==> config.mk <==
export PLATFORM = sky130hd
export DESIGN_NAME = muldiv_unit
export DESIGN_NICKNAME = d
export VERILOG_FILES = /design/src/hdl/rv32m_pkg.sv /design/src/hdl/muldiv_pkg.sv /design/src/hdl/mul_issue.sv /design/src/hdl/muldiv_unit.sv /design/src/hdl/op_fifo.sv /design/src/hdl/seq_multiplier.sv
export SDC_FILE = /design/constraint.sdc
export NUM_CORES = 1
export LEC_CHECK = 0
export ABC_CLOCK_PERIOD_IN_PS = 12050
export BUFFER_PORTS_ARGS = -buffer_cell sky130_fd_sc_hd__buf_2
export CORE_MARGIN = 3
export CORE_UTILIZATION = 36
export CTS_CLUSTER_DIAMETER = 120
export CTS_CLUSTER_SIZE = 14
export DETAILED_ROUTE_END_ITERATION = 10
export PLACE_DENSITY = 0.49
export REMOVE_ABC_BUFFERS = 1
export SLEW_MARGIN = 0
export SYNTH_ARGS = -nofsm -noshare
export SYNTH_HDL_FRONTEND = slang
export SYNTH_SLANG_ARGS = --single-unit
==> constraint.sdc <==
create_clock -name clk -period 12.05 [get_ports clk]
set_clock_uncertainty 0.15 [all_clocks]
set_input_delay 1.205 -clock clk [delete_from_list [all_inputs] [get_ports clk]]
set_output_delay 1.205 -clock clk [all_outputs]
set_load 0.02 [all_outputs]
==> src/hdl/rv32m_pkg.sv <==
package rv32m_pkg;

  // architectural data word
  localparam int xlen = 32;

  // funct3 field of the OP opcode with funct7 = 0000001
  typedef enum logic [2:0] {
    funct3_mul    = 3'b000,  // low word of signed x signed
    funct3_mulh   = 3'b001,  // high word of signed x signed
    funct3_mulhsu = 3'b010,  // high word of signed x unsigned
    funct3_mulhu  = 3'b011   // high word of unsigned x unsigned
  } mul_funct3_t;

  // x0..x31
  typedef logic [4:0] reg_addr_t;

endpackage : rv32m_pkg

==> src/hdl/muldiv_pkg.sv <==
package muldiv_pkg;

  // reorder tag carried through the unit
  localparam int tag_width = 4;

  typedef logic [tag_width-1:0] tag_t;

  // operand after sign or zero extension to xlen+1 bits
  typedef logic [rv32m_pkg::xlen:0] ext_word_t;

  // request as it arrives from the issue side
  typedef struct packed {
    tag_t                   tag;
    rv32m_pkg::reg_addr_t   rd;
    rv32m_pkg::mul_funct3_t funct3;
    logic [rv32m_pkg::xlen-1:0] rs1;
    logic [rv32m_pkg::xlen-1:0] rs2;
  } mul_req_t;

  // prepared operation for the multiplier
  typedef struct packed {
    tag_t                 tag;
    rv32m_pkg::reg_addr_t rd;
    logic                 hi_sel;  // upper product word wanted
    ext_word_t            a;
    ext_word_t            b;
  } mul_op_t;

  // completion packet toward the CDB side
  typedef struct packed {
    tag_t                       tag;
    rv32m_pkg::reg_addr_t       rd;
    logic [rv32m_pkg::xlen-1:0] value;
  } mul_result_t;

endpackage : muldiv_pkg

==> src/hdl/mul_issue.sv <==
module mul_issue (
    input logic clk,
    input logic rst,

    input  muldiv_pkg::mul_req_t req,
    input  logic                 req_valid,
    output logic                 req_ready,

    output muldiv_pkg::mul_op_t op,
    output logic                op_valid,
    input  logic                op_ready
);

  logic                sign_a;  // rs1 treated as signed
  logic                sign_b;  // rs2 treated as signed
  muldiv_pkg::mul_op_t op_next;

  // slot is free, or its content leaves on this edge
  assign req_ready = !op_valid || op_ready;

  // signedness per variant
  always_comb begin
    sign_a = 1'b1;
    sign_b = 1'b1;
    case (req.funct3)
      rv32m_pkg::funct3_mulhsu: begin
        sign_b = 1'b0;
      end
      rv32m_pkg::funct3_mulhu: begin
        sign_a = 1'b0;
        sign_b = 1'b0;
      end
      default: ;  // mul and mulh sign-extend both
    endcase
  end

  always_comb begin
    op_next.tag    = req.tag;
    op_next.rd     = req.rd;
    op_next.hi_sel = (req.funct3 != rv32m_pkg::funct3_mul);
    op_next.a      = {sign_a & req.rs1[rv32m_pkg::xlen-1], req.rs1};
    op_next.b      = {sign_b & req.rs2[rv32m_pkg::xlen-1], req.rs2};
  end

  always_ff @(posedge clk) begin
    if (rst) begin
      op_valid <= 1'b0;
    end else if (req_ready) begin
      op_valid <= req_valid;
    end
  end

  // payload register loaded only on a transfer
  always_ff @(posedge clk) begin
    if (req_valid && req_ready) begin
      op <= op_next;
    end
  end

endmodule : mul_issue

==> src/hdl/muldiv_unit.sv <==
module muldiv_unit #(
    parameter int op_depth  = 4,
    parameter int res_depth = 2
) (
    input logic clk,
    input logic rst,

    input  muldiv_pkg::mul_req_t req,
    input  logic                 req_valid,
    output logic                 req_ready,

    output muldiv_pkg::mul_result_t res,
    output logic                    res_valid,
    input  logic                    res_ready
);

  // issue -> operand queue
  muldiv_pkg::mul_op_t issue_op;
  logic                issue_valid;
  logic                issue_ready;

  // operand queue -> multiplier
  muldiv_pkg::mul_op_t mul_op;
  logic                mul_op_valid;
  logic                mul_op_ready;

  // multiplier -> result queue
  muldiv_pkg::mul_result_t mul_res;
  logic                    mul_res_valid;
  logic                    mul_res_ready;

  mul_issue issue (
      .clk      (clk),
      .rst      (rst),
      .req      (req),
      .req_valid(req_valid),
      .req_ready(req_ready),
      .op       (issue_op),
      .op_valid (issue_valid),
      .op_ready (issue_ready)
  );

  op_fifo #(
      .depth    (op_depth),
      .payload_t(muldiv_pkg::mul_op_t)
  ) op_queue (
      .clk      (clk),
      .rst      (rst),
      .in_data  (issue_op),
      .in_valid (issue_valid),
      .in_ready (issue_ready),
      .out_data (mul_op),
      .out_valid(mul_op_valid),
      .out_ready(mul_op_ready)
  );

  seq_multiplier mult (
      .clk      (clk),
      .rst      (rst),
      .op       (mul_op),
      .op_valid (mul_op_valid),
      .op_ready (mul_op_ready),
      .res      (mul_res),
      .res_valid(mul_res_valid),
      .res_ready(mul_res_ready)
  );

  op_fifo #(
      .depth    (res_depth),
      .payload_t(muldiv_pkg::mul_result_t)
  ) res_queue (
      .clk      (clk),
      .rst      (rst),
      .in_data  (mul_res),
      .in_valid (mul_res_valid),
      .in_ready (mul_res_ready),
      .out_data (res),
      .out_valid(res_valid),
      .out_ready(res_ready)
  );

endmodule : muldiv_unit

==> src/hdl/op_fifo.sv <==
module op_fifo #(
    parameter int  depth     = 4,
    parameter type payload_t = logic [31:0]
) (
    input logic clk,
    input logic rst,

    input  payload_t in_data,
    input  logic     in_valid,
    output logic     in_ready,

    output payload_t out_data,
    output logic     out_valid,
    input  logic     out_ready
);

  localparam int ptr_w = (depth > 1) ? $clog2(depth) : 1;
  localparam int cnt_w = $clog2(depth + 1);

  payload_t           mem[depth];
  logic [ptr_w-1:0]   rd_ptr;
  logic [ptr_w-1:0]   wr_ptr;
  logic [cnt_w-1:0]   count;
  logic               push;
  logic               pop;

  assign in_ready  = (count != cnt_w'(depth));
  assign out_valid = (count != '0);
  assign out_data  = mem[rd_ptr];

  assign push = in_valid && in_ready;
  assign pop  = out_valid && out_ready;

  always_ff @(posedge clk) begin
    if (rst) begin
      rd_ptr <= '0;
      wr_ptr <= '0;
      count  <= '0;
    end else begin
      if (push) begin
        wr_ptr <= (wr_ptr == ptr_w'(depth - 1)) ? '0 : wr_ptr + 1'b1;
      end
      if (pop) begin
        rd_ptr <= (rd_ptr == ptr_w'(depth - 1)) ? '0 : rd_ptr + 1'b1;
      end
      // count moves only when exactly one side transfers
      if (push && !pop) begin
        count <= count + 1'b1;
      end else if (pop && !push) begin
        count <= count - 1'b1;
      end
    end
  end

  // storage
  always_ff @(posedge clk) begin
    if (push) begin
      mem[wr_ptr] <= in_data;
    end
  end

endmodule : op_fifo

==> src/hdl/seq_multiplier.sv <==
module seq_multiplier (
    input logic clk,
    input logic rst,

    input  muldiv_pkg::mul_op_t op,
    input  logic                op_valid,
    output logic                op_ready,

    output muldiv_pkg::mul_result_t res,
    output logic                    res_valid,
    input  logic                    res_ready
);

  localparam int op_w     = rv32m_pkg::xlen + 1;  // extended operand width
  localparam int acc_w    = 2 * op_w;
  localparam int last_bit = op_w - 1;

  typedef enum logic [1:0] {
    s_idle,
    s_busy,
    s_fin,
    s_done
  } state_t;

  state_t            state;
  logic [acc_w-1:0]  acc;
  logic [acc_w-1:0]  mcand;    // a shifted left every step
  logic [op_w-1:0]   mplier;   // b shifted right every step
  logic [5:0]        cnt;
  logic              hi_sel;
  logic [acc_w-1:0]  partial;

  assign op_ready  = (state == s_idle);
  assign res_valid = (state == s_done);

  assign partial = mplier[0] ? mcand : '0;

  always_ff @(posedge clk) begin
    if (rst) begin
      state <= s_idle;
    end else begin
      case (state)
        s_idle: begin
          if (op_valid) begin
            state <= s_busy;
          end
        end
        s_busy: begin
          if (cnt == 6'(last_bit)) begin
            state <= s_fin;
          end
        end
        s_fin: begin
          state <= s_done;
        end
        s_done: begin
          if (res_ready) begin
            state <= s_idle;
          end
        end
        default: state <= s_idle;
      endcase
    end
  end

  // datapath
  always_ff @(posedge clk) begin
    case (state)
      s_idle: begin
        if (op_valid) begin
          acc     <= '0;
          mcand   <= {{op_w{op.a[op_w-1]}}, op.a};
          mplier  <= op.b;
          cnt     <= '0;
          hi_sel  <= op.hi_sel;
          res.tag <= op.tag;
          res.rd  <= op.rd;
        end
      end
      s_busy: begin
        // top bit of b has negative weight
        if (cnt == 6'(last_bit)) begin
          acc <= acc - partial;
        end else begin
          acc <= acc + partial;
        end
        mcand  <= mcand << 1;
        mplier <= mplier >> 1;
        cnt    <= cnt + 1'b1;
      end
      s_fin: begin
        res.value <= hi_sel ? acc[2*rv32m_pkg::xlen-1:rv32m_pkg::xlen]
                            : acc[rv32m_pkg::xlen-1:0];
      end
      default: ;  // hold result until taken
    endcase
  end

endmodule : seq_multiplier

**Word-level counts from Yosys, hierarchy flattened**

Memory sizes are Yosys's and may differ from the RTL's. A register that Yosys moved wholly into a read port is not among the register bits.
Cells that the tools add are included.
W data, S select, Z words.

- Add/sub/neg operators: 11
- Equality and inequality tests: 13
- Mux-type cells: 33
- Bitwise operators: 2
- Reduce and logical (&&, ||, !) cells: 26

Operators by type and width:

| cell | number |
|---|---|
| $mux W66 | 4 |
| $pmux W66 S2 | 2 |
| $add A66 B66 Y66 | 1 |
| $pmux W33 S2 | 1 |
| $sub A66 B66 Y66 | 1 |
| $mux W33 | 1 |
| $mux W32 | 1 |
| $mux W2 | 9 |
| $pmux W6 S2 | 1 |
| $mux W1 | 10 |
| $logic_and A1 B1 Y1 | 9 |
| $eq A2 B2 Y1 const B | 4 |
| $pmux W2 S4 | 1 |
| $reduce_bool A2 Y1 | 4 |
| $add A2 B1 Y2 const B | 3 |
| $add A6 B1 Y6 const B | 1 |
| $eq A3 B2 Y1 const B | 2 |
| $eq A6 B6 Y1 const B | 1 |
| $mux W3 | 2 |
| $mux W6 | 1 |
| $reduce_bool A3 Y1 | 2 |
| $logic_not A1 Y1 | 5 |
| $ne A2 B1 Y1 const B | 2 |
| $ne A2 B2 Y1 const B | 2 |
| 12 further kinds | 15 |

- Register bits: 303
- Bits in writable memories: 386
- Bits of input ports: 80
- Output and inout port bits: 43
- Logic and storage cells: 108
- Memories kept: 2

Memory list:

| name | words | bits a word | rd ports | clocked after Yosys merged registers in | write ports | RTL line | RTL |
|---|---|---|---|---|---|---|---|
| op_queue.mem | 4 | 76 | 1 | 1 | 1 | op_fifo.sv:20 | `payload_t mem[depth];` |
| res_queue.mem | 2 | 41 | 1 | 1 | 1 | op_fifo.sv:20 |  |

**Depth between registers and ports, before layout**

Gate-level depths: netlist of the first run.

- Depth after elaboration: 6
- Mapped depth: 26
- Mapped depth without buffers: 19

**Cells and area by module**

Synthesis of the first run repeated with hierarchy kept, for this count alone.

- Cell total of the unflattened synthesis: 2103
- Area, all modules: 31163.6 µm²

Modules (own cells, without submodules):

| module | instances | cells an instance | area an instance (µm²) | seq. area each (µm²) |
|---|---|---|---|---|
| seq_multiplier | 1 | 1421 | 14187.4 | 6316.1 |
| op_fifo at op_queue | 1 | 445 | 11444.7 | 9308.9 |
| op_fifo at res_queue | 1 | 152 | 3171.8 | 2562.5 |
| mul_issue | 1 | 85 | 2359.8 | 2302.2 |

**Least setup slack after synthesis of the first run**

No wires, ideal clock.

- Path type: reg-to-reg
- From: register mult.state[1]
- To: register mult.acc[0] (enable)
- Setup time: 0.750 ns
- Arrival time: 9.343 ns
- Required time: 11.150 ns
- Path slack: 1.807 ns
- Stages on the path, launching flop included: 7
- Buffers on the path: 2
- Clock period less this slack: 10.243 ns
- Cell sequence: dfxtp_1 > inv_1 > ha_1 > clkbuf_1 > clkbuf_1 > nor2_1 > a21oi_1

- Word-level cells in the longest chain between the ends: 3
- Elaborated cells between the ends (all ways): 5
- Classes of those cells: eq/ne: 2; reduce/logical: 3

RTL lines:

| item | RTL line | RTL |
|---|---|---|
| from (decl) | seq_multiplier.sv:25 | `state_t state;` |
| from (signal assigned) | seq_multiplier.sv:40 | `state <= s_idle;` |
| from (signal assigned) | seq_multiplier.sv:45 | `state <= s_busy;` |
| from (signal assigned) | seq_multiplier.sv:50 | `state <= s_fin;` |
| $logic_not A2 Y1 or $eq A2 B1 Y1 (tied branches) | seq_multiplier.sv:68 | `case (state)` |
| $ne A2 B1 Y1 (no line) or $reduce_bool A2 Y1 (tied branches) | - |  |
| $reduce_and A2 Y1 (no line) * | - |  |
| to (signal assigned) | seq_multiplier.sv:83 | `acc <= acc - partial;` |
| to (signal assigned) | seq_multiplier.sv:85 | `acc <= acc + partial;` |
| to (decl) | seq_multiplier.sv:26 | `logic [acc_w-1:0] acc;` |

Every way passes the cells marked *; elsewhere a longest branch is shown, timed or not.
A chain may end at the register's enable or synchronous reset.

**Final worst setup path of the first run**

- From: register mult.mplier[0]
- To: register mult.acc[55] (data pin)

- Word-level cells in the longest chain between the ends: 4
- Elaborated cells between the ends (all ways): 5
- Classes of those cells: add/sub: 2; mux: 3

RTL lines:

| item | RTL line | RTL |
|---|---|---|
| from (decl) | seq_multiplier.sv:28 | `logic [op_w-1:0] mplier;` |
| from (signal assigned) | seq_multiplier.sv:73 | `mplier <= op.b;` |
| from (signal assigned) | seq_multiplier.sv:88 | `mplier <= mplier >> 1;` |
| $mux W66 * | seq_multiplier.sv:36 | `assign partial = mplier[0] ? mcand : '0;` |
| $add A66 B66 Y66 or $sub A66 B66 Y66 (tied branches) | seq_multiplier.sv:85, seq_multiplier.sv:83 |  |
| $mux W66 * | seq_multiplier.sv:82 | `if (cnt == 6'(last_bit)) begin` |
| $pmux W66 S2 * | seq_multiplier.sv:68 |  |

Marked as above.

==> metrics, run 1 <==
worst-skew pair later-pin latency=0.65 ns; Max Cap Violations=0; Core Util, Final=40.39%; initial core utilization=36.37%; post-route setup slack=5.493 ns; CP Launch Point=mult.mplier[0]$_DFFE_PP_; dpl hpwl=48480 um; clock sinks=688; slowest cell delay on critical path=0.89 ns; syn avg cell area=13.78 sq um; drt drc=0; worst-path cell chain=buf_4 -> o21a_1 -> a21oi_1 -> and2_1 -> a21oi_1 -> or2_2 -> o311ai_0 -> ha_1 -> and4_1 -> or4b_2 -> o21ai_1 -> a211o_1 -> nand2_1 -> o21ai_1 -> nand2_1 -> o311ai_0; number of cells after detailed placement=3431; # diodes=0; # nets final=2504; WP buf/inv=1; Hold Buf Count CTS=0; reg2reg start=mult.mplier[0]$_DFFE_PP_; Final TNS setup=0 ns; Achievable Freq=0.1525 GHz; Final setup violation count=0; Syn-to-layout area delta=11.06%; drt wl/cell=20.75 um; CTS tree=done; slowest CP cell=edfxtp_1; WP data arrival=6.84 ns; Syn Inst Count=2250; gpl congestion=0.8618; number of synthesized flops with an enable pin=671; initial antenna violation count=0; CTS clk-pin slew, worst paths=0.08 ns; maximum fanout along the worst path=76; via/cell ratio=5.169; Post-CTS Resized=0; Tot GR Track Use=16.16%; top cell type by total area after synthesis=edfxtp_1; largest net degree at the start of global routing=168; synthesized cell area=31020 sq um; gr ovfl total=0; RSZ-0062 raised after global routing=false; Rows=107; Startpoint Class=register; Synth cell types=68; pwr dens=297.5 nW/um^2; synth top area cells=edfxtp_1 65%, mux4_2 5.5%, nand2_1 4.9%; post-route clock period utilization=54.41%; max-slew violation count=0; Slew Limit Headroom=29.67%; top-area cell type share of the netlist area=64.96%; Seq/Total Area, Yosys=66.06%; worst hold path class=reg2reg; initial DRC count=1452; Finished Layout Cells=3513; vias in the first global route=18298; Top delay family on crit path=compound AO/OA/AOI/OAI gates; layout cell share with drive strength beyond 1=15.96%; dpl ws=5.464 ns; worst vdd ir=410.0 uV; total vias in the final route=18158; run status=finished clean; top_reg_cell synth=edfxtp_1; Yosys warning count=0; CP Capture Type=register; Worst Tran Pin Value=1.052 ns; Setup Crit Path Kind=reg2reg; Reg2Reg Setup Slack=5.49 ns; Crit path required time=12.33 ns; clock buffer count from CTS=55; Hold Vio Cnt, Final=0; postcts setup bufs=0; share of flip-flops with an asynchronous set or reset=0%; total routed wirelength=72890 um; min Tclk post-route=6.557 ns; ANT nets after route=0; port buffer count=122; Die Y=299.5 um; leakage=12.06 nW; min-delay src=mult.res[15]$_DFFE_PP_; die width=299.5 um; detailed-router iteration count before antenna repair=7; Root Driver=clkbuf_16; first-pass GRT wire length=112200 um; Clock Tree Buf Depth=3; die area=89710 sq um; num ports=123; Core ar.=85280 sq um; total power=0.01025 W; flip-flop and latch count after synthesis=688; H-tree depth=2
path summary, 6_finish.rpt:
path / end / cells after the start
setup / recovery: mult.acc[55]$_SDFFCE_PN0P_ / 16
hold / removal: res_queue.mem[0][15]$_DFFE_PP_ / 0
setup reg to reg: mult.acc[55]$_SDFFCE_PN0P_ / 16
hold reg to reg: res_queue.mem[0][15]$_DFFE_PP_ / 0
area by class of cell:
class                      count  area, sq um
clock buffer                  78         1463
clock inverter                 4        96.34
fill                        7959        50840
inverter                      31        117.6
multi-input combinational   1426        10070
sequential                   688        20500
tap                         1144         1431
timing repair buffer         142        773.2
worst register-to-register path, stage by stage, from the launching register on:
cell and delay (ns):
edfxtp_1 0.89, buf_4 0.71, o21a_1 0.29, a21oi_1 0.06, and2_1 0.23, a21oi_1 0.43
or2_2 0.42, o311ai_0 0.26, ha_1 0.49, and4_1 0.29, or4b_2 0.59, o21ai_1 0.38
a211o_1 0.22, nand2_1 0.11, o21ai_1 0.37, nand2_1 0.13, o311ai_0 0.36
sequential cells by signal (all words and copies together), names as in the netlist, 3 cells and up, named ones only:
register        count
op_queue.mem      304
mult.mcand         64
mult.res           41
op_queue.count      3
res_queue.mem      82
mult.acc           64
issue.op           76
mult.mplier        33
mult.cnt            6
power by group:
group	internal (W)	total (W)	leakage, nW	switching [W]
logic	0.00167	0.00466	4.88	0.00299
clock network	0.000845	0.00168	0.744	0.000835
registers	0.00347	0.00391	6.44	0.000438
stage by stage:
stage | hold WS, ns | instance area [sq um]
floorplan | 0.2715 | 30610
global placement | 0.2737 | 32890
detailed placement | 0.2822 | 32890
CTS | 0.2965 | 34450
global route | 0.2997 | 34450
finish | 0.2949 | 34450
synthesized netlist by cell type (12+ instances only):
cell,number
mux4_2,76
o21a_1,12
a31oi_1,19
inv_1,31
ha_1,78
o31ai_1,14
a21o_1,38
nand4_1,30
nand3_1,36
mux2_2,73
and2_1,16
xor2_1,49
a21oi_1,108
edfxtp_1,671
or3_1,13
mux2i_1,14
xnor2_1,48
o21bai_1,15
dfxtp_1,17
or4_1,16
buf_1,23
nand2_1,401
o21ai_0,70
nor2_1,140
nand2b_1,22
o211ai_1,15
clkbuf_1,81
nor3_1,24
cells in the final DEF (no fill, tap or decap), types with 48 or more instances in the layout:
cell	n
o21ai_0	70
xnor2_1	48
mux4_2	76
clkbuf_16	55
ha_1	77
mux2_2	73
xor2_1	49
buf_2	122
edfxtp_1	671
nand2_1	401
a21oi_1	107
nor2_1	139
metal layers:
metal / GRT usage [%] / routed length [um] / vias up
li1: - / - / 8655
met1: 22.53 / 33320 / 9024
met2: 27.23 / 35260 / 397
met3: 1.912 / 2917 / 82
met4: 3.588 / 1387 / 0
met5: 0 / 0 / -
kinds of logic (layout without fill, tap and decap cells):
family / count (synthesis) / count (layout) / synth area share (%)
multiplexers: 163 / 163 / 8.621
adder cells (fa/ha/maj): 80 / 80 / 3.276
buffers and inverters: 136 / 255 / 1.670
flip-flops: 688 / 688 / 66.06
XOR/XNOR: 97 / 97 / 2.739
AND/OR/NAND/NOR: 735 / 735 / 10.38
AO/OA/AOI/OAI: 351 / 351 / 7.253
No activity file was read; power rests on OpenSTA's default activity.
==> run 2, diff against run 1 <==
Settings changed: ABC_AREA set to 1, ABC_CLOCK_PERIOD_IN_PS 12050 to 5500, PLACE_DENSITY 0.49 to 0.51.
Clock period 12.05 ns to 5.5 ns, I/O delays scaled along.
==> metrics, run 2 <==
clock sinks=688; most frequent cell after synthesis=nand2_1; Root Driver=clkbuf_16; CP Capture Type=register; Hold Vio Cnt, Final=0; detailed-router iteration count before antenna repair=5; largest registers=op_queue.mem x304, res_queue.mem x82, issue.op x76; Syn-to-layout area delta=12.65%; Synth cell types=44; top-area cell type share of the netlist area=59.93%; die width=311.6 um; Yosys warning count=0; Die Y=311.6 um; Crit path required time=5.75 ns; number of synthesized flops with an enable pin=671; WP data arrival=4.78 ns; worst hold path class=in2reg; gpl congestion=0.9233; worst vdd ir=612.2 uV; Worst Tran Pin Value=1.100 ns; Core ar.=92080 sq um; commonest non-fill, non-tap cells in the layout=866 x nand2_1, 671 x edfxtp_1, 582 x nor2_1; vias in the first global route=22709; leakage=15.54 nW; H-tree depth=2; num ports=123; Achievable Freq=0.2210 GHz; Final TNS setup=0 ns; final instance area=37880 sq um; run status=finished clean; syn avg cell area=9.723 sq um; Setup Crit Path Kind=reg2reg; post-route clock period utilization=82.28%; most frequent cells after synthesis=866 x nand2_1, 671 x edfxtp_1, 588 x nor2_1; Syn Inst Count=3458; top_reg_cell synth=edfxtp_1; die area=97100 sq um; synthesized cell area=33620 sq um; initial antenna violation count=1; via/cell ratio=4.799; gr ovfl total=0; dpl hpwl=62680 um; Biggest register=op_queue.mem; CTS tree=done; dpl ws=1.062 ns; Rows=111; post-route setup slack=0.9743 ns; initial DRC count=1549; min Tclk post-route=4.526 ns; Fin Hold WS=0.07055 ns; first-pass GRT wire length=137200 um; ANT nets after route=0; RSZ-0062 raised after global routing=false; CTS clk-pin slew, worst paths=0.07 ns; share of flip-flops with an asynchronous set or reset=0%; largest net degree at the start of global routing=129; layout cell share with drive strength beyond 1=10.45%; total vias in the final route=23463; Max Cap Violations=0; Largest register FFs=304; Final setup violation count=0; initial core utilization=36.52%; port buffer count=122; max-slew violation count=0; Tot GR Track Use=18.33%; maximum fanout along the worst path=27; clock buffer count from CTS=55; Startpoint Class=register; drt wl/cell=18.34 um; Slew Limit Headroom=26.48%; pwr dens=617.9 nW/um^2; synth top area cells=edfxtp_1 60%, nand2_1 9.7%, nor2_1 6.6%; top cell type by total area after synthesis=edfxtp_1; total routed wirelength=89660 um; post-place instance area=35650 sq um; Reg2Reg Setup Slack=0.97 ns; most common cell after layout, fill and taps aside=nand2_1; Clock Tree Buf Depth=3; worst-skew pair later-pin latency=0.65 ns; flip-flop and latch count after synthesis=688; Seq/Total Area, Yosys=60.94%; # nets final=3792; drt drc=0
==> run 2: cell types whose count changed in the layout (fill, tap and decap cells not counted), moves of 22 or more <==
| cell | before | now |
|---|---|---|
| nand2_1 | 401 | 866 |
| nand2b_1 | 22 | 0 |
| a21o_1 | 38 | 0 |
| dlygate4sd3_1 | 0 | 72 |
| nor2_1 | 139 | 582 |
| o21ai_0 | 70 | 198 |
| nand3_1 | 36 | 64 |
| nand2_2 | 0 | 40 |
| mux4_2 | 76 | 0 |
| inv_1 | 30 | 384 |
| a31oi_1 | 18 | 65 |
| xnor2_1 | 48 | 20 |
==> run 2: critical path, stage by stage (launching register included) <==
cell and delay, ns:
edfxtp_1 0.38, buf_4 0.25, nand2_2 0.13, ha_1 0.17, nand2_1 0.06, nor2_1 0.24, nand3b_4 0.14, nor2_4 0.17
nand3_2 0.11, nor2_1 0.40, nor2_1 0.11, xnor2_1 0.16, inv_1 0.07, ha_1 0.38, nand2_1 0.12, nor2_1 0.15
inv_1 0.10, nor2_1 0.32, nand2_1 0.21, nor2_1 0.13, nand2_1 0.09, inv_1 0.08, nor2_1 0.04, nor2_1 0.08
nor2_1 0.05
==> run 2: final timing paths <==
kind,start,endpoint,cells past startpoint
worst min register to register,mult.res[6]$_DFFE_PP_,res_queue.mem[1][6]$_DFFE_PP_,0
worst min-delay path,req[63],issue.op[64]$_DFFE_PP_,1
worst max-delay path,mult.mplier[0]$_DFFE_PP_,mult.acc[51]$_SDFFCE_PN0P_,24
worst max register to register,mult.mplier[0]$_DFFE_PP_,mult.acc[51]$_SDFFCE_PN0P_,24
==> run 2: cell families (layout without fill, tap and decap cells) <==
kind of cell	count (synthesis)	after routing	share of synthesized area, %
XOR/XNOR	54	54	1.407
multiplexers	71	71	2.378
AO/OA/AOI/OAI	420	420	6.698
flip-flops	688	688	60.94
adder cells (fa/ha/maj)	80	80	3.022
AND/OR/NAND/NOR	1642	1642	19.73
other	0	1	0
buffers and inverters	503	690	5.827
==> run 2: layer usage <==
layer	part of all wire [%]	routed length [um]	track usage, %	up-vias
met5	0	0	0	-
met4	2.7	2426	5.157	0
met3	3.7	3331	1.875	119
met2	47	42210	30.43	452
met1	46	41690	25.60	11133
li1	-	-	-	11759
==> run 2: repair_timing <==
action                     in CTS  in global routing
gates resized for setup         0                  0
buffers inserted                0                  0
hold endpoints to repair       72                  0
setup endpoints to repair       0                  0
hold buffers                   72                  0
==> run 2: report_power, final <==
part	switching, W	leakage [nW]	internal [W]
clock	0.00183	0.730	0.00182
sequential	0.000822	6.38	0.00756
combinational	0.00801	8.43	0.00336
==> run 2: through the flow <==
stage,instances,power (W),util [%]
after global routing,4888,0.02529,41.13
after CTS,4888,0.02360,41.13
after floorplan,3355,0.01502,-
after detailed placement,4746,0.01984,38.71
final,4889,0.02340,41.13
after global placement,4746,0.01987,38.71
==> run 2: final cells by class <==
cell class | instances | area, sq um
sequential | 688 | 20500
timing repair buffer | 220 | 1564
clock buffer | 66 | 1428
antenna | 1 | 2.502
multi-input combinational | 2267 | 11240
fill | 9091 | 54200
tap | 1243 | 1555
clock inverter | 4 | 80.08
inverter | 400 | 1508
